**config.mk**
```make
export PLATFORM = sky130hd
export DESIGN_NAME = beam_trigger_top
export DESIGN_NICKNAME = d
export VERILOG_FILES = /design/src/hdl/beam_pkg.sv /design/src/hdl/thresh_if.sv /design/src/hdl/sample_delay_store.sv /design/src/hdl/dual_beam_power.sv /design/src/hdl/thresh_loader.sv /design/src/hdl/beam_trigger_top.sv
export VERILOG_INCLUDE_DIRS = /design/src /design/src/include
export SDC_FILE = /design/constraint.sdc
export NUM_CORES = 2
export LEC_CHECK = 0
export BUFFER_PORTS_ARGS = -buffer_cell sky130_fd_sc_hd__buf_2
export CORE_MARGIN = 2
export CORE_UTILIZATION = 64
export CTS_CLUSTER_SIZE = 25
export DETAILED_ROUTE_END_ITERATION = 7
export PLACE_DENSITY = 0.82
export SLEW_MARGIN = 5
export SYNTH_ARGS = -nofsm -noshare
export SYNTH_HDL_FRONTEND = slang
export SYNTH_SLANG_ARGS = --single-unit
```
**constraint.sdc**
```tcl
create_clock -name clk_i -period 5.43 [get_ports clk_i]
set_clock_uncertainty 0.1 [all_clocks]
set_input_delay 1.086 -clock clk_i [delete_from_list [all_inputs] [get_ports clk_i]]
set_output_delay 1.086 -clock clk_i [all_outputs]
set_load 0.01 [all_outputs]
```
**src/include/beam_macros.svh**
```systemverilog
`ifndef BEAM_MACROS_SVH
`define BEAM_MACROS_SVH

// Array geometry
// Eight antennas, four samples each per clock
`define NCHAN 8
`define NSAMP 4
// Raw sample width, offset binary
`define NBITS 5
// Beams formed in parallel
`define NBEAMS 2

// Threshold register width
`define THRESH_W 18

// History depth in words, counting the word that arrives this clock
// Three words reach back far enough for delays of 0 to 8 samples
`define STORE_WORDS 3

// Delay in samples, indexed beam first and then channel
// Beam 0 is broadside, so every channel lines up as is
// Beam 1 steps one sample per channel across the array
`define BEAM_DELAYS '{'{0, 0, 0, 0, 0, 0, 0, 0}, '{0, 1, 2, 3, 4, 5, 6, 7}}

// Used channels per beam, bit n is channel n
// Beam 1 runs without channel 5
`define BEAM_USE '{8'hFF, 8'hDF}

// Inverted channels per beam, bit n is channel n
// Channels 2 and 6 have flipped polarity on beam 1
`define BEAM_INV '{8'h00, 8'h44}

`endif

```
**src/hdl/beam_pkg.sv**
```systemverilog
`default_nettype none

`include "beam_macros.svh"

package beam_pkg;

    // One raw sample, offset binary
    // Code 16 is zero signal
    typedef logic [`NBITS-1:0] sample_t;

    // Four samples of one channel
    // Sample 0 is the earliest and sits in the low bits
    typedef sample_t [`NSAMP-1:0] chan_word_t;

    // One clock of the whole array, channel 0 in the low bits
    // Also the shape of one beam's aligned data
    typedef chan_word_t [`NCHAN-1:0] array_word_t;

    // Sum of the four squared beam samples
    typedef logic [17:0] power_t;

    // Trigger threshold, compared against power_t
    typedef logic [`THRESH_W-1:0] thresh_t;

    // Beam select on the threshold path
    typedef logic [$clog2(`NBEAMS)-1:0] beam_idx_t;

endpackage

`default_nettype wire

```
**src/hdl/thresh_if.sv**
```systemverilog
`timescale 1ns/1ns
`default_nettype none

// Threshold write path from the loader into the beam unit
// wr_en is a single-cycle strobe and qualifies every other field
interface thresh_if
    import beam_pkg::*;
();

    // New value for the shadow register of wr_beam
    thresh_t   wr_val;
    beam_idx_t wr_beam;
    // Write strobe
    logic      wr_en;
    // Copy all shadows to the active set on this write
    logic      commit;

    // Loader side drives every field
    modport loader (output wr_val, output wr_beam, output wr_en, output commit);

    // Beam unit only listens
    modport beam (input wr_val, input wr_beam, input wr_en, input commit);

endinterface

`default_nettype wire

```
**src/hdl/sample_delay_store.sv**
```systemverilog
`timescale 1ns/1ns
`default_nettype none

`include "beam_macros.svh"

// Short sample history per channel
// Cuts one delayed four-sample window per beam and channel out of it
module sample_delay_store
    import beam_pkg::*;
(
    input  wire logic                  clk_i,
    input  wire logic                  rst_i,
    // New word, sample 0 earliest
    input  wire array_word_t           data_i,
    // Aligned windows, one array word per beam
    output array_word_t [`NBEAMS-1:0]  beam_data_o
);

    // Registered part of the history in samples
    // The live input word is the newest word of the store
    localparam int HIST_S = (`STORE_WORDS - 1) * `NSAMP;
    // Full store in samples, live word included
    localparam int WIN_S  = `STORE_WORDS * `NSAMP;

    // Delay table, beam first then channel
    localparam int BEAM_D [`NBEAMS][`NCHAN] = `BEAM_DELAYS;

    // Offset-binary zero
    localparam sample_t MID_CODE = sample_t'(1 << (`NBITS - 1));

    // Older words per channel
    // Sample 0 is the oldest sample kept
    sample_t [HIST_S-1:0] hist_q [`NCHAN];
    // Whole store per channel, newest word on top
    sample_t [WIN_S-1:0]  win    [`NCHAN];

    for (genvar c = 0; c < `NCHAN; c++) begin : g_win
        // Incoming word stacked above the history
        assign win[c] = {data_i[c], hist_q[c]};
    end

    // History moves down by one word per clock
    always_ff @(posedge clk_i) begin
        if (rst_i) begin
            for (int c = 0; c < `NCHAN; c++) begin
                // Offset zero, so an idle store reads as no signal
                hist_q[c] <= {HIST_S{MID_CODE}};
            end
        end else begin
            for (int c = 0; c < `NCHAN; c++) begin
                // Oldest word drops off the bottom
                hist_q[c] <= win[c][`NSAMP +: HIST_S];
            end
        end
    end

    // Window for delay d starts d samples below the live word
    // Output sample k is stream sample 4m+k-d of that channel
    // d of 0 picks the live word, d of 8 the oldest word
    always_ff @(posedge clk_i) begin
        for (int b = 0; b < `NBEAMS; b++) begin
            for (int c = 0; c < `NCHAN; c++) begin
                beam_data_o[b][c] <= win[c][HIST_S - BEAM_D[b][c] +: `NSAMP];
            end
        end
    end

endmodule

`default_nettype wire

```
**src/hdl/dual_beam_power.sv**
```systemverilog
`timescale 1ns/1ns
`default_nettype none

`include "beam_macros.svh"

// Two beams side by side
// Signed sum over channels, square, power sum and threshold compare
// Three register stages after the aligned input
module dual_beam_power
    import beam_pkg::*;
(
    input  wire logic                       clk_i,
    input  wire logic                       rst_i,
    // Aligned windows from the delay store
    input  wire array_word_t [`NBEAMS-1:0]  beam_data_i,
    // Threshold writes
    thresh_if.beam                          tif,
    // One trigger bit per beam
    output logic [`NBEAMS-1:0]              trigger_o
);

    // Channel use and polarity per beam, bit n is channel n
    localparam bit [`NCHAN-1:0] BEAM_U [`NBEAMS] = `BEAM_USE;
    localparam bit [`NCHAN-1:0] BEAM_I [`NBEAMS] = `BEAM_INV;

    // Beam sample width
    // Eight channels of -16..16 give -128..128
    localparam int SUM_W = 9;

    typedef logic signed [SUM_W-1:0] beam_samp_t;

    // Offset-binary zero as a signed value
    localparam beam_samp_t MID = beam_samp_t'(1 << (`NBITS - 1));

    // Stage 1, summed beam samples
    beam_samp_t sum_d    [`NBEAMS][`NSAMP];
    beam_samp_t sum_q    [`NBEAMS][`NSAMP];
    // Stage 2, squared beam samples
    power_t     sq_q     [`NBEAMS][`NSAMP];
    // Stage 3 input, power per beam
    power_t     power_d  [`NBEAMS];
    // Written one at a time over tif
    thresh_t    shadow_q [`NBEAMS];
    // Used by the compare
    thresh_t    active_q [`NBEAMS];

    // Offset binary to signed
    function automatic beam_samp_t centered(input sample_t s);
        return $signed({{(SUM_W - `NBITS){1'b0}}, s}) - MID;
    endfunction

    // Beamform each of the four sample positions
    always_comb begin
        for (int b = 0; b < `NBEAMS; b++) begin
            for (int k = 0; k < `NSAMP; k++) begin
                sum_d[b][k] = '0;
                for (int c = 0; c < `NCHAN; c++) begin
                    // Unused channels add nothing
                    if (BEAM_U[b][c]) begin
                        if (BEAM_I[b][c]) begin
                            // Flipped antenna
                            sum_d[b][k] = sum_d[b][k] - centered(beam_data_i[b][c][k]);
                        end else begin
                            sum_d[b][k] = sum_d[b][k] + centered(beam_data_i[b][c][k]);
                        end
                    end
                end
            end
        end
    end

    // Sum and square stages
    always_ff @(posedge clk_i) begin
        for (int b = 0; b < `NBEAMS; b++) begin
            for (int k = 0; k < `NSAMP; k++) begin
                sum_q[b][k] <= sum_d[b][k];
                // Square of at most 128, formed at the 18-bit power width
                sq_q[b][k]  <= sum_q[b][k] * sum_q[b][k];
            end
        end
    end

    // Power over one clock's four samples
    // Four squares of at most 16384 stay inside 18 bits
    always_comb begin
        for (int b = 0; b < `NBEAMS; b++) begin
            power_d[b] = '0;
            for (int k = 0; k < `NSAMP; k++) begin
                power_d[b] = power_d[b] + sq_q[b][k];
            end
        end
    end

    // Compare stage, strictly above threshold fires
    always_ff @(posedge clk_i) begin
        if (rst_i) begin
            trigger_o <= '0;
        end else begin
            for (int b = 0; b < `NBEAMS; b++) begin
                trigger_o[b] <= (power_d[b] > active_q[b]);
            end
        end
    end

    // Shadow and active thresholds
    // All ones out of reset, out of reach of any power value
    always_ff @(posedge clk_i) begin
        if (rst_i) begin
            for (int b = 0; b < `NBEAMS; b++) begin
                shadow_q[b] <= '1;
                active_q[b] <= '1;
            end
        end else if (tif.wr_en) begin
            shadow_q[tif.wr_beam] <= tif.wr_val;
            if (tif.commit) begin
                // Both beams switch together
                // The value written on this edge goes straight through
                for (int b = 0; b < `NBEAMS; b++) begin
                    if (beam_idx_t'(b) == tif.wr_beam) begin
                        active_q[b] <= tif.wr_val;
                    end else begin
                        active_q[b] <= shadow_q[b];
                    end
                end
            end
        end
    end

endmodule

`default_nettype wire

```
**src/hdl/thresh_loader.sv**
```systemverilog
`timescale 1ns/1ns
`default_nettype none

// Four-phase req/ack slave for threshold writes
// One write strobe per request, ack held until req drops
module thresh_loader
    import beam_pkg::*;
(
    input  wire logic       clk_i,
    input  wire logic       rst_i,
    input  wire logic       thresh_req_i,
    output logic            thresh_ack_o,
    input  wire thresh_t    thresh_val_i,
    input  wire beam_idx_t  thresh_beam_i,
    input  wire logic       thresh_commit_i,
    thresh_if.loader        tif
);

    typedef enum logic [1:0] {
        ST_IDLE,
        ST_ACKED,
        ST_RELEASE
    } state_t;

    state_t    state_q;
    logic      ack_q;
    logic      wr_en_q;
    // Request fields, held with the strobe
    thresh_t   val_q;
    beam_idx_t beam_q;
    logic      commit_q;
    // Request seen while waiting
    logic      take;

    assign take = (state_q == ST_IDLE) && thresh_req_i;

    // Handshake FSM
    always_ff @(posedge clk_i) begin
        if (rst_i) begin
            state_q <= ST_IDLE;
            ack_q   <= 1'b0;
            wr_en_q <= 1'b0;
        end else begin
            // Strobe lasts a single cycle
            wr_en_q <= take;
            case (state_q)
                ST_IDLE: begin
                    if (thresh_req_i) begin
                        ack_q   <= 1'b1;
                        state_q <= ST_ACKED;
                    end
                end
                ST_ACKED: begin
                    // Master finished, let go of ack
                    if (!thresh_req_i) begin
                        ack_q   <= 1'b0;
                        state_q <= ST_RELEASE;
                    end
                end
                // Turnaround cycle, a new req waits in idle
                ST_RELEASE: state_q <= ST_IDLE;
                default:    state_q <= ST_IDLE;
            endcase
        end
    end

    // Master holds the fields stable while req is high
    always_ff @(posedge clk_i) begin
        if (take) begin
            val_q    <= thresh_val_i;
            beam_q   <= thresh_beam_i;
            commit_q <= thresh_commit_i;
        end
    end

    assign thresh_ack_o = ack_q;

    assign tif.wr_en   = wr_en_q;
    assign tif.wr_val  = val_q;
    assign tif.wr_beam = beam_q;
    assign tif.commit  = commit_q;

endmodule

`default_nettype wire

```
**src/hdl/beam_trigger_top.sv**
```systemverilog
`timescale 1ns/1ns
`default_nettype none

`include "beam_macros.svh"

// Two-beam trigger
// Delay store, threshold loader and dual beam unit
// Four clocks from data_i to trigger_o
module beam_trigger_top
    import beam_pkg::*;
(
    input  wire logic                 clk_i,
    input  wire logic                 rst_i,
    // Eight channels, four samples each per clock
    input  wire array_word_t          data_i,
    // Threshold port, four-phase req/ack
    input  wire logic                 thresh_req_i,
    output wire logic                 thresh_ack_o,
    input  wire thresh_t              thresh_val_i,
    input  wire beam_idx_t            thresh_beam_i,
    input  wire logic                 thresh_commit_i,
    // One bit per beam
    output wire logic [`NBEAMS-1:0]   trigger_o
);

    // Aligned windows per beam
    array_word_t [`NBEAMS-1:0] beam_data;

    // Threshold writes from loader to beam unit
    thresh_if tif ();

    // History and per-beam delay alignment
    sample_delay_store u_store (
        .clk_i       (clk_i),
        .rst_i       (rst_i),
        .data_i      (data_i),
        .beam_data_o (beam_data)
    );

    // External handshake to single-cycle writes
    thresh_loader u_loader (
        .clk_i           (clk_i),
        .rst_i           (rst_i),
        .thresh_req_i    (thresh_req_i),
        .thresh_ack_o    (thresh_ack_o),
        .thresh_val_i    (thresh_val_i),
        .thresh_beam_i   (thresh_beam_i),
        .thresh_commit_i (thresh_commit_i),
        .tif             (tif.loader)
    );

    // Sum, square, power and compare
    dual_beam_power u_beams (
        .clk_i       (clk_i),
        .rst_i       (rst_i),
        .beam_data_i (beam_data),
        .tif         (tif.beam),
        .trigger_o   (trigger_o)
    );

endmodule

`default_nettype wire

```
# [Word level (Yosys, flattened, before mapping)]
# Memories as Yosys holds them, arrays and structs flattened.
# Cells that the tools add are included.
[op_classes] add_sub_neg=108 multipliers=8 n_lt_le_gt_ge=2 n_eq_ne=3 mux=37 bitwise=12 n_reduce_logical=6
[ops] operator="40-bit two-way mux" n=8
[ops] operator="9-bit adder" n=34
[ops] operator="5-bit by 5-bit subtractor with 6-bit output (second input constant)" n=50
[ops] operator="9-bit by 9-bit multiplier with 18-bit output" n=8
[ops] operator="18-bit adder" n=6
[ops] operator="18-bit two-way mux" n=5
[ops] operator="6-bit by 6-bit adder with 7-bit output" n=8
[ops] operator="9-bit subtractor" n=6
[ops] operator="18-bit greater-than comparator" n=2
[ops] operator="1-bit two-way mux" n=20
[ops] operator="18-bit OR reduction" n=1
[ops] operator="7-bit by 6-bit adder with 8-bit output" n=2
[ops] operator="7-bit by 6-bit subtractor with 8-bit output" n=2
[ops] operator="1-bit bitwise OR" n=12
[ops] operator="2-bit two-way mux" n=2
[ops] operator="2-bit inequality test (second input constant)" n=2
[ops] operator="2-bit case mux with 2 select lines" n=1
[ops] operator="3-bit AND reduction" n=1
[ops] operator="2-bit by 1-bit == test with 1-bit output (second input constant)" n=1
[ops] operator="2-bit logical NOT" n=1
[ops] operator="1-bit case mux with 2 select lines" n=1
[ops] operator="2-bit AND reduction" n=1
[ops] operator="2-bit nonzero test" n=1
[ops] operator="1-bit logical AND" n=1
[totals] reg_bits=276 ram_bits=608 input_bits=183 output_inout_bits=3 elab_cells=238 memories=5
[memory_table] name="u_store.hist_q" words=8 width=40 read_ports=8 rd_ports_with_merged_regs=0 wr=8 line_no="sample_delay_store.sv:33" source="sample_t [HIST_S-1:0] hist_q [`NCHAN];"
[memory_table] name="u_beams.sq_q" words=2 width=72 read_ports=2 rd_ports_with_merged_regs=0 wr=2 line_no="dual_beam_power.sv:39" source="power_t sq_q [`NBEAMS][`NSAMP];"
[memory_table] name="u_beams.sum_q" words=2 width=36 read_ports=2 rd_ports_with_merged_regs=0 wr=2 line_no="dual_beam_power.sv:37" source="beam_samp_t sum_q [`NBEAMS][`NSAMP];"
[memory_table] name="u_beams.active_q" words=2 width=18 read_ports=2 rd_ports_with_merged_regs=0 wr=2 line_no="dual_beam_power.sv:45" source="thresh_t active_q [`NBEAMS];"
[memory_table] name="u_beams.shadow_q" words=2 width=18 read_ports=2 rd_ports_with_merged_regs=0 wr=2 line_no="dual_beam_power.sv:43" source="thresh_t shadow_q [`NBEAMS];"

# [Depth between registers and ports, before layout]
[logic_depth] ltp_word=8 mapped_depth=20 mapped_depth_nobuf=19

# [Cells and area by module]
# A second synthesis with hierarchy kept.
[unflattened] hier_cells=4828 hier_area_um2=51749.6
[modules_own_cells] mod="dual_beam_power" instances=1 cells_per_inst=4180 area_per_inst_um2=41458.5 seq_area_each_um2=6366.1
[modules_own_cells] mod="sample_delay_store" instances=1 cells_per_inst=615 area_per_inst_um2=9550.4 seq_area_each_um2=8207.9
[modules_own_cells] mod="thresh_loader" instances=1 cells_per_inst=33 area_per_inst_um2=740.7 seq_area_each_um2=680.7

# [Worst setup path before layout]
# OpenSTA, ideal clock, no wires.
[synth_path] path_kind="flip-flop to flip-flop" from="memory u_beams.sum_q[1][8] in the netlist's numbering" to="memory u_beams.sq_q[1][17] in the netlist's numbering" setup_time_ns=0.120 t_arrival_ns=4.792 required_time_ns=5.210 path_slack_ns=0.419 stages_incl_launch_ff=17 path_buffers=1 synth_period_minus_slack_ns=5.011 path_cell_list="dfxtp_1 -> clkbuf_1 -> and2_1 -> fa_1 -> fa_1 -> inv_1 -> fa_1 -> inv_1 -> fa_1 -> fa_1 -> ha_1 -> o21ai_0 -> nor2_1 -> o41a_1 -> a221oi_2 -> o21ai_1 -> xnor2_1"
[synth_lines] item="start, declared" line_no="dual_beam_power.sv:37"
[synth_lines] item="end, declared" line_no="dual_beam_power.sv:39"

==> results <==
- The worst hold path cell count is 0.
- The worst hold path class is flop to flop.
- The detailed router placed between 30000 and 40000 vias in this run.
- The type of the worst setup path is flop to flop.
- The share of the Yosys chip area taken by registers is 28.4%.
- Once detailed placement completed, the half-perimeter wirelength came to 87100 um.
- The clock reaches the later pin of the worst-skew pair after 0.66 ns.
- Traced cell by cell, the critical path runs through fa_1 > ha_1 > inv_1 > fa_1 > inv_1 > fa_1 > inv_1 > fa_1 > fa_1 > inv_1 > ha_1 > inv_1 > fa_1 > inv_1 > a21oi_1 > o21bai_1 > a21o_1 > a21oi_1 > xnor2_2.
- Setup total negative slack on the finished layout was measured at 0 ns.
- The DRC violation count after routing is 0.
- Final hold analysis gives a worst-case slack of around 0.23 ns.
- Summing the areas of all and, or, nand and nor instances in the mapped netlist gives 8.48% of the synthesized area.
- The core occupancy in the finished layout is 70.4%.
- The startpoint kind of the worst setup timing path is a flop.
- The overall die height is 285 um.
- At the worst endpoint, the required time is 5.86 ns.
- The average cell area after synthesis is 10.7 sq um.
- The setup check on the worst reg-to-reg path leaves a slack of 0.25 ns.
- The pre-antenna-repair detailed-routing pass consisted of 5 iterations.
- The total CTS buffers is 71.
- Synthesis produced 4727 cells.
- Dividing the detail-routed wire length by the instance count gives 17.7 um.
- The number of slew-limit violations in the final report is 0.
- The compound-cell area share of the yosys netlist is 5.66%.
- The sort of element at the end of the critical path is a flop.
- The arrival time of data at the critical path endpoint is 5.61 ns.
- After synthesis, the largest family of logic cells by area is adder cells.
- The summed instance area of the synthesized netlist is about 50000 sq um.
- The launch point of the critical path is u_store.beam_data_o[6].
- The register bit count reported by yosys is roughly 670.
- The total number of H-tree levels is 3.
- The number of antenna violations at the first check in global routing is 12.
- The maximum achievable frequency is 193 MHz.
- The number of global-route vias before repair is 33813.
- In this run, synthesis inferred 92 flip-flops with an integrated enable.
- The number of cell instances on the worst register-to-register path is 19.
- The number of buffers added to fix hold violations after cts is 0.
- The clock-pin slew on the worst setup and hold paths is 0.07 ns.
- The main flop type after synthesis is dfxtp_1.
- The number of logic stages on the critical path including buffering is 19.
- The initial core utilization is 64.3%.
- The synthesized netlist devotes 4.90% of its cell area to XOR and XNOR gates.
- The combined buffer and inverter count along the critical path is 6.
- In this run the critical register-to-register path is launched from u_store.beam_data_o[6].
- In this run the critical register-to-register path is captured at u_beams.sum_q[0][26].
- Counting distinct cell types in the post-synthesis netlist gives 62.
- The final count of negative-setup-slack endpoints is 0.
- The DRC violation total after the first TritonRoute iteration is 1819.
- For this run, the slowest stage of the critical path takes 0.57 ns.
- The flow ran to the end, and the final reports show no timing, DRC or antenna violations.
- The share of post-route cells with drive strength above 1 is 7.92%.
- The row count is 103.
- The post-route antenna net violation count is 0.
- In this run the worst path has a maximum fanout of 3.
- The cell family contributing the most delay on the critical path is adder cells.
- The floorplan step defined a core boundary enclosing 78600 sq um.
- The ratio of final minimum period to clock period is 95.4%.
- In this run the worst setup path terminates at u_beams.sum_q[0][26].
- The share of synthesized registers carrying an async set or reset is 0%.
- The average via count per standard cell is 5.16.
- The buffer levels on the longest clock path is 3.
- The number of nets in the layout is 6429.
- The tree built by TritonCTS fans out to 671 sinks.
- The horizontal die dimension is 285 um.
- Yosys printed 0 warnings.
- The clock tree from TritonCTS is built.
- Buffers placed on the I/O ports in this run total 185.
- The root buffer cell is clkbuf_16.
- Routability-driven placement finished with a final weighted congestion of 0.927.
- Of the post-synthesis cell area, the part taken by muxes is 0.205%.
- The worst slack after detailed placement is 0.113 ns.
- In the global route stage, overall resource usage came out at 27.5%.
- The total grt overflow is 0.
- For the finished layout, the period the worst path requires is a little over 5 ns.
- The highest-delay cell along the critical path is fa_1.
- Entering global routing, the biggest net connects 93 pins.
- For the pin with the worst max-slew slack, the measured transition is 0.933 ns.
- The floorplan step defined a die boundary enclosing approximately 81000 sq um.
- The first global-routing pass estimated 174000 um of wire.
- The total I/O pin count is 186.
- The worst path setup slack after routing is 0.248 ns.
- The count of final hold-check violations was 0.
- The layout overhead on the synthesized area is 9.43%.
- Summing the areas of all fa, ha and maj instances in the mapped netlist gives between 40 and 50% of the synthesized area.
- The relative slew slack is between 30% and 40%.
- The tool flagged a number of max-cap violations equal to 0.
- The final wirelength is 107000 um.
[per-stage QoR]
step           instances  instance area [sq um]
6_report            6080                  55300
5_1_grt             6080                  55300
4_1_cts             6076                  55300
3_5_place_dp        5945                  52800
3_3_place_gp        5945                  52800
2_1_floorplan       4731                  50600
[how the worst min path moves through the flow]
| stage | from | to | slack [ns] |
|---|---|---|---|
| 2_1_floorplan | u_store.hist_q[0][75] | u_store.beam_data_o[180] | 0.21 |
| 3_3_place_gp | u_store.hist_q[1][125] | u_store.beam_data_o[300] | 0.21 |
| 3_5_place_dp | u_store.hist_q[0][114] | u_store.beam_data_o[204] | 0.21 |
| 4_1_cts | u_store.hist_q[1][134] | u_store.beam_data_o[309] | 0.22 |
| 5_1_grt | u_store.hist_q[1][142] | u_store.beam_data_o[317] | 0.23 |
| 6_report | u_store.hist_q[1][134] | u_store.beam_data_o[309] | 0.23 |
[routing by layer]
layer / share of wire, % / wire length (um) / up-vias / global-route usage [%]
met5: 0.038 / 41 / - / 0
met4: 4.3 / 4660 / 8 / 11.0
met3: 5.3 / 5700 / 212 / 4.03
met2: 48 / 51700 / 796 / 46.0
met1: 42 / 45300 / 15586 / 36.1
li1: - / - / 14742 / -
[final cells by class]
cell class	instances	area, sq um
inverter	1223	4590
antenna	3	7.51
tap	1050	1310
fill	5460	23300
sequential	671	14400
clock inverter	42	573
timing repair buffer	205	1080
clock buffer	89	1920
multi-input combinational	2797	31500
[cell usage in the layout (no fill, tap or decap), types with 80 or more instances in the layout]
cell,count
edfxtp_1,92
nor2_1,105
buf_2,184
a21oi_1,122
xor2_1,81
nand2_1,149
dfxtp_1,578
o21ai_0,80
xnor2_1,201
ha_1,510
fa_1,767
a21o_1,88
nor2b_1,166
inv_1,1223
and2_1,187
[repair_timing]
| item | 4_1_cts | 5_1_grt |
|---|---|---|
| setup endpoints to repair | 0 | 2 |
| resized for setup | 0 | 2 |
| setup buffers | 0 | 1 |
| endpoints found under the hold margin | 0 | 0 |
[registers in the layout (all words and copies together), names as in the netlist]
register	cells
u_store.beam_data_o	250
u_beams.sq_q	136
u_store.hist_q	115
u_beams.sum_q	72
u_beams.active_q	36
u_beams.shadow_q	36
u_loader.tif.wr_val	18
u_beams.trigger_o	2
u_loader.state_q	2
u_loader.thresh_ack_o	1
u_loader.tif.commit	1
u_loader.tif.wr_beam	1
u_loader.tif.wr_en	1
[cells by family after synthesis]
logic type | Yosys count
AO/OA/AOI/OAI | 432
XOR/XNOR | 283
adder cells (fa/ha/maj) | 1277
buffers and inverters | 1263
flip-flops | 671
multiplexers | 10
other | 2
AND/OR/NAND/NOR | 789
[Yosys cell counts, types with 6 or more instances]
library cell  instances  area [sq um]
nand3_1              15          75.1
a21oi_1             122           611
o41ai_1               8          70.1
a31oi_1              15          93.8
mux2i_1               7          70.1
a211oi_1             12          90.1
ha_1                510          6380
clkbuf_1             37           139
nand2_1             149           559
o21a_1               23           173
nand2b_1             56           350
and2_1              187          1170
edfxtp_1             92          2760
or2b_1               10          75.1
or3_1                 6          37.5
inv_1              1223          4590
nand4_1               7          43.8
a21o_1               88           661
fa_1                767         15400
nor2_1              105           394
o22a_1               15           131
dfxtp_1             579         11600
xnor2_1             202          1770
nor2b_1             166          1040
o21ai_0              80           400
o21bai_1             19           143
nor3_1               17          85.1
xor2_1               81           709
and3_1                6          37.5
or2_2                52           325
Power is not shown: default switching activity piles up to over one toggle a cycle in this logic, so the estimate is an artifact.
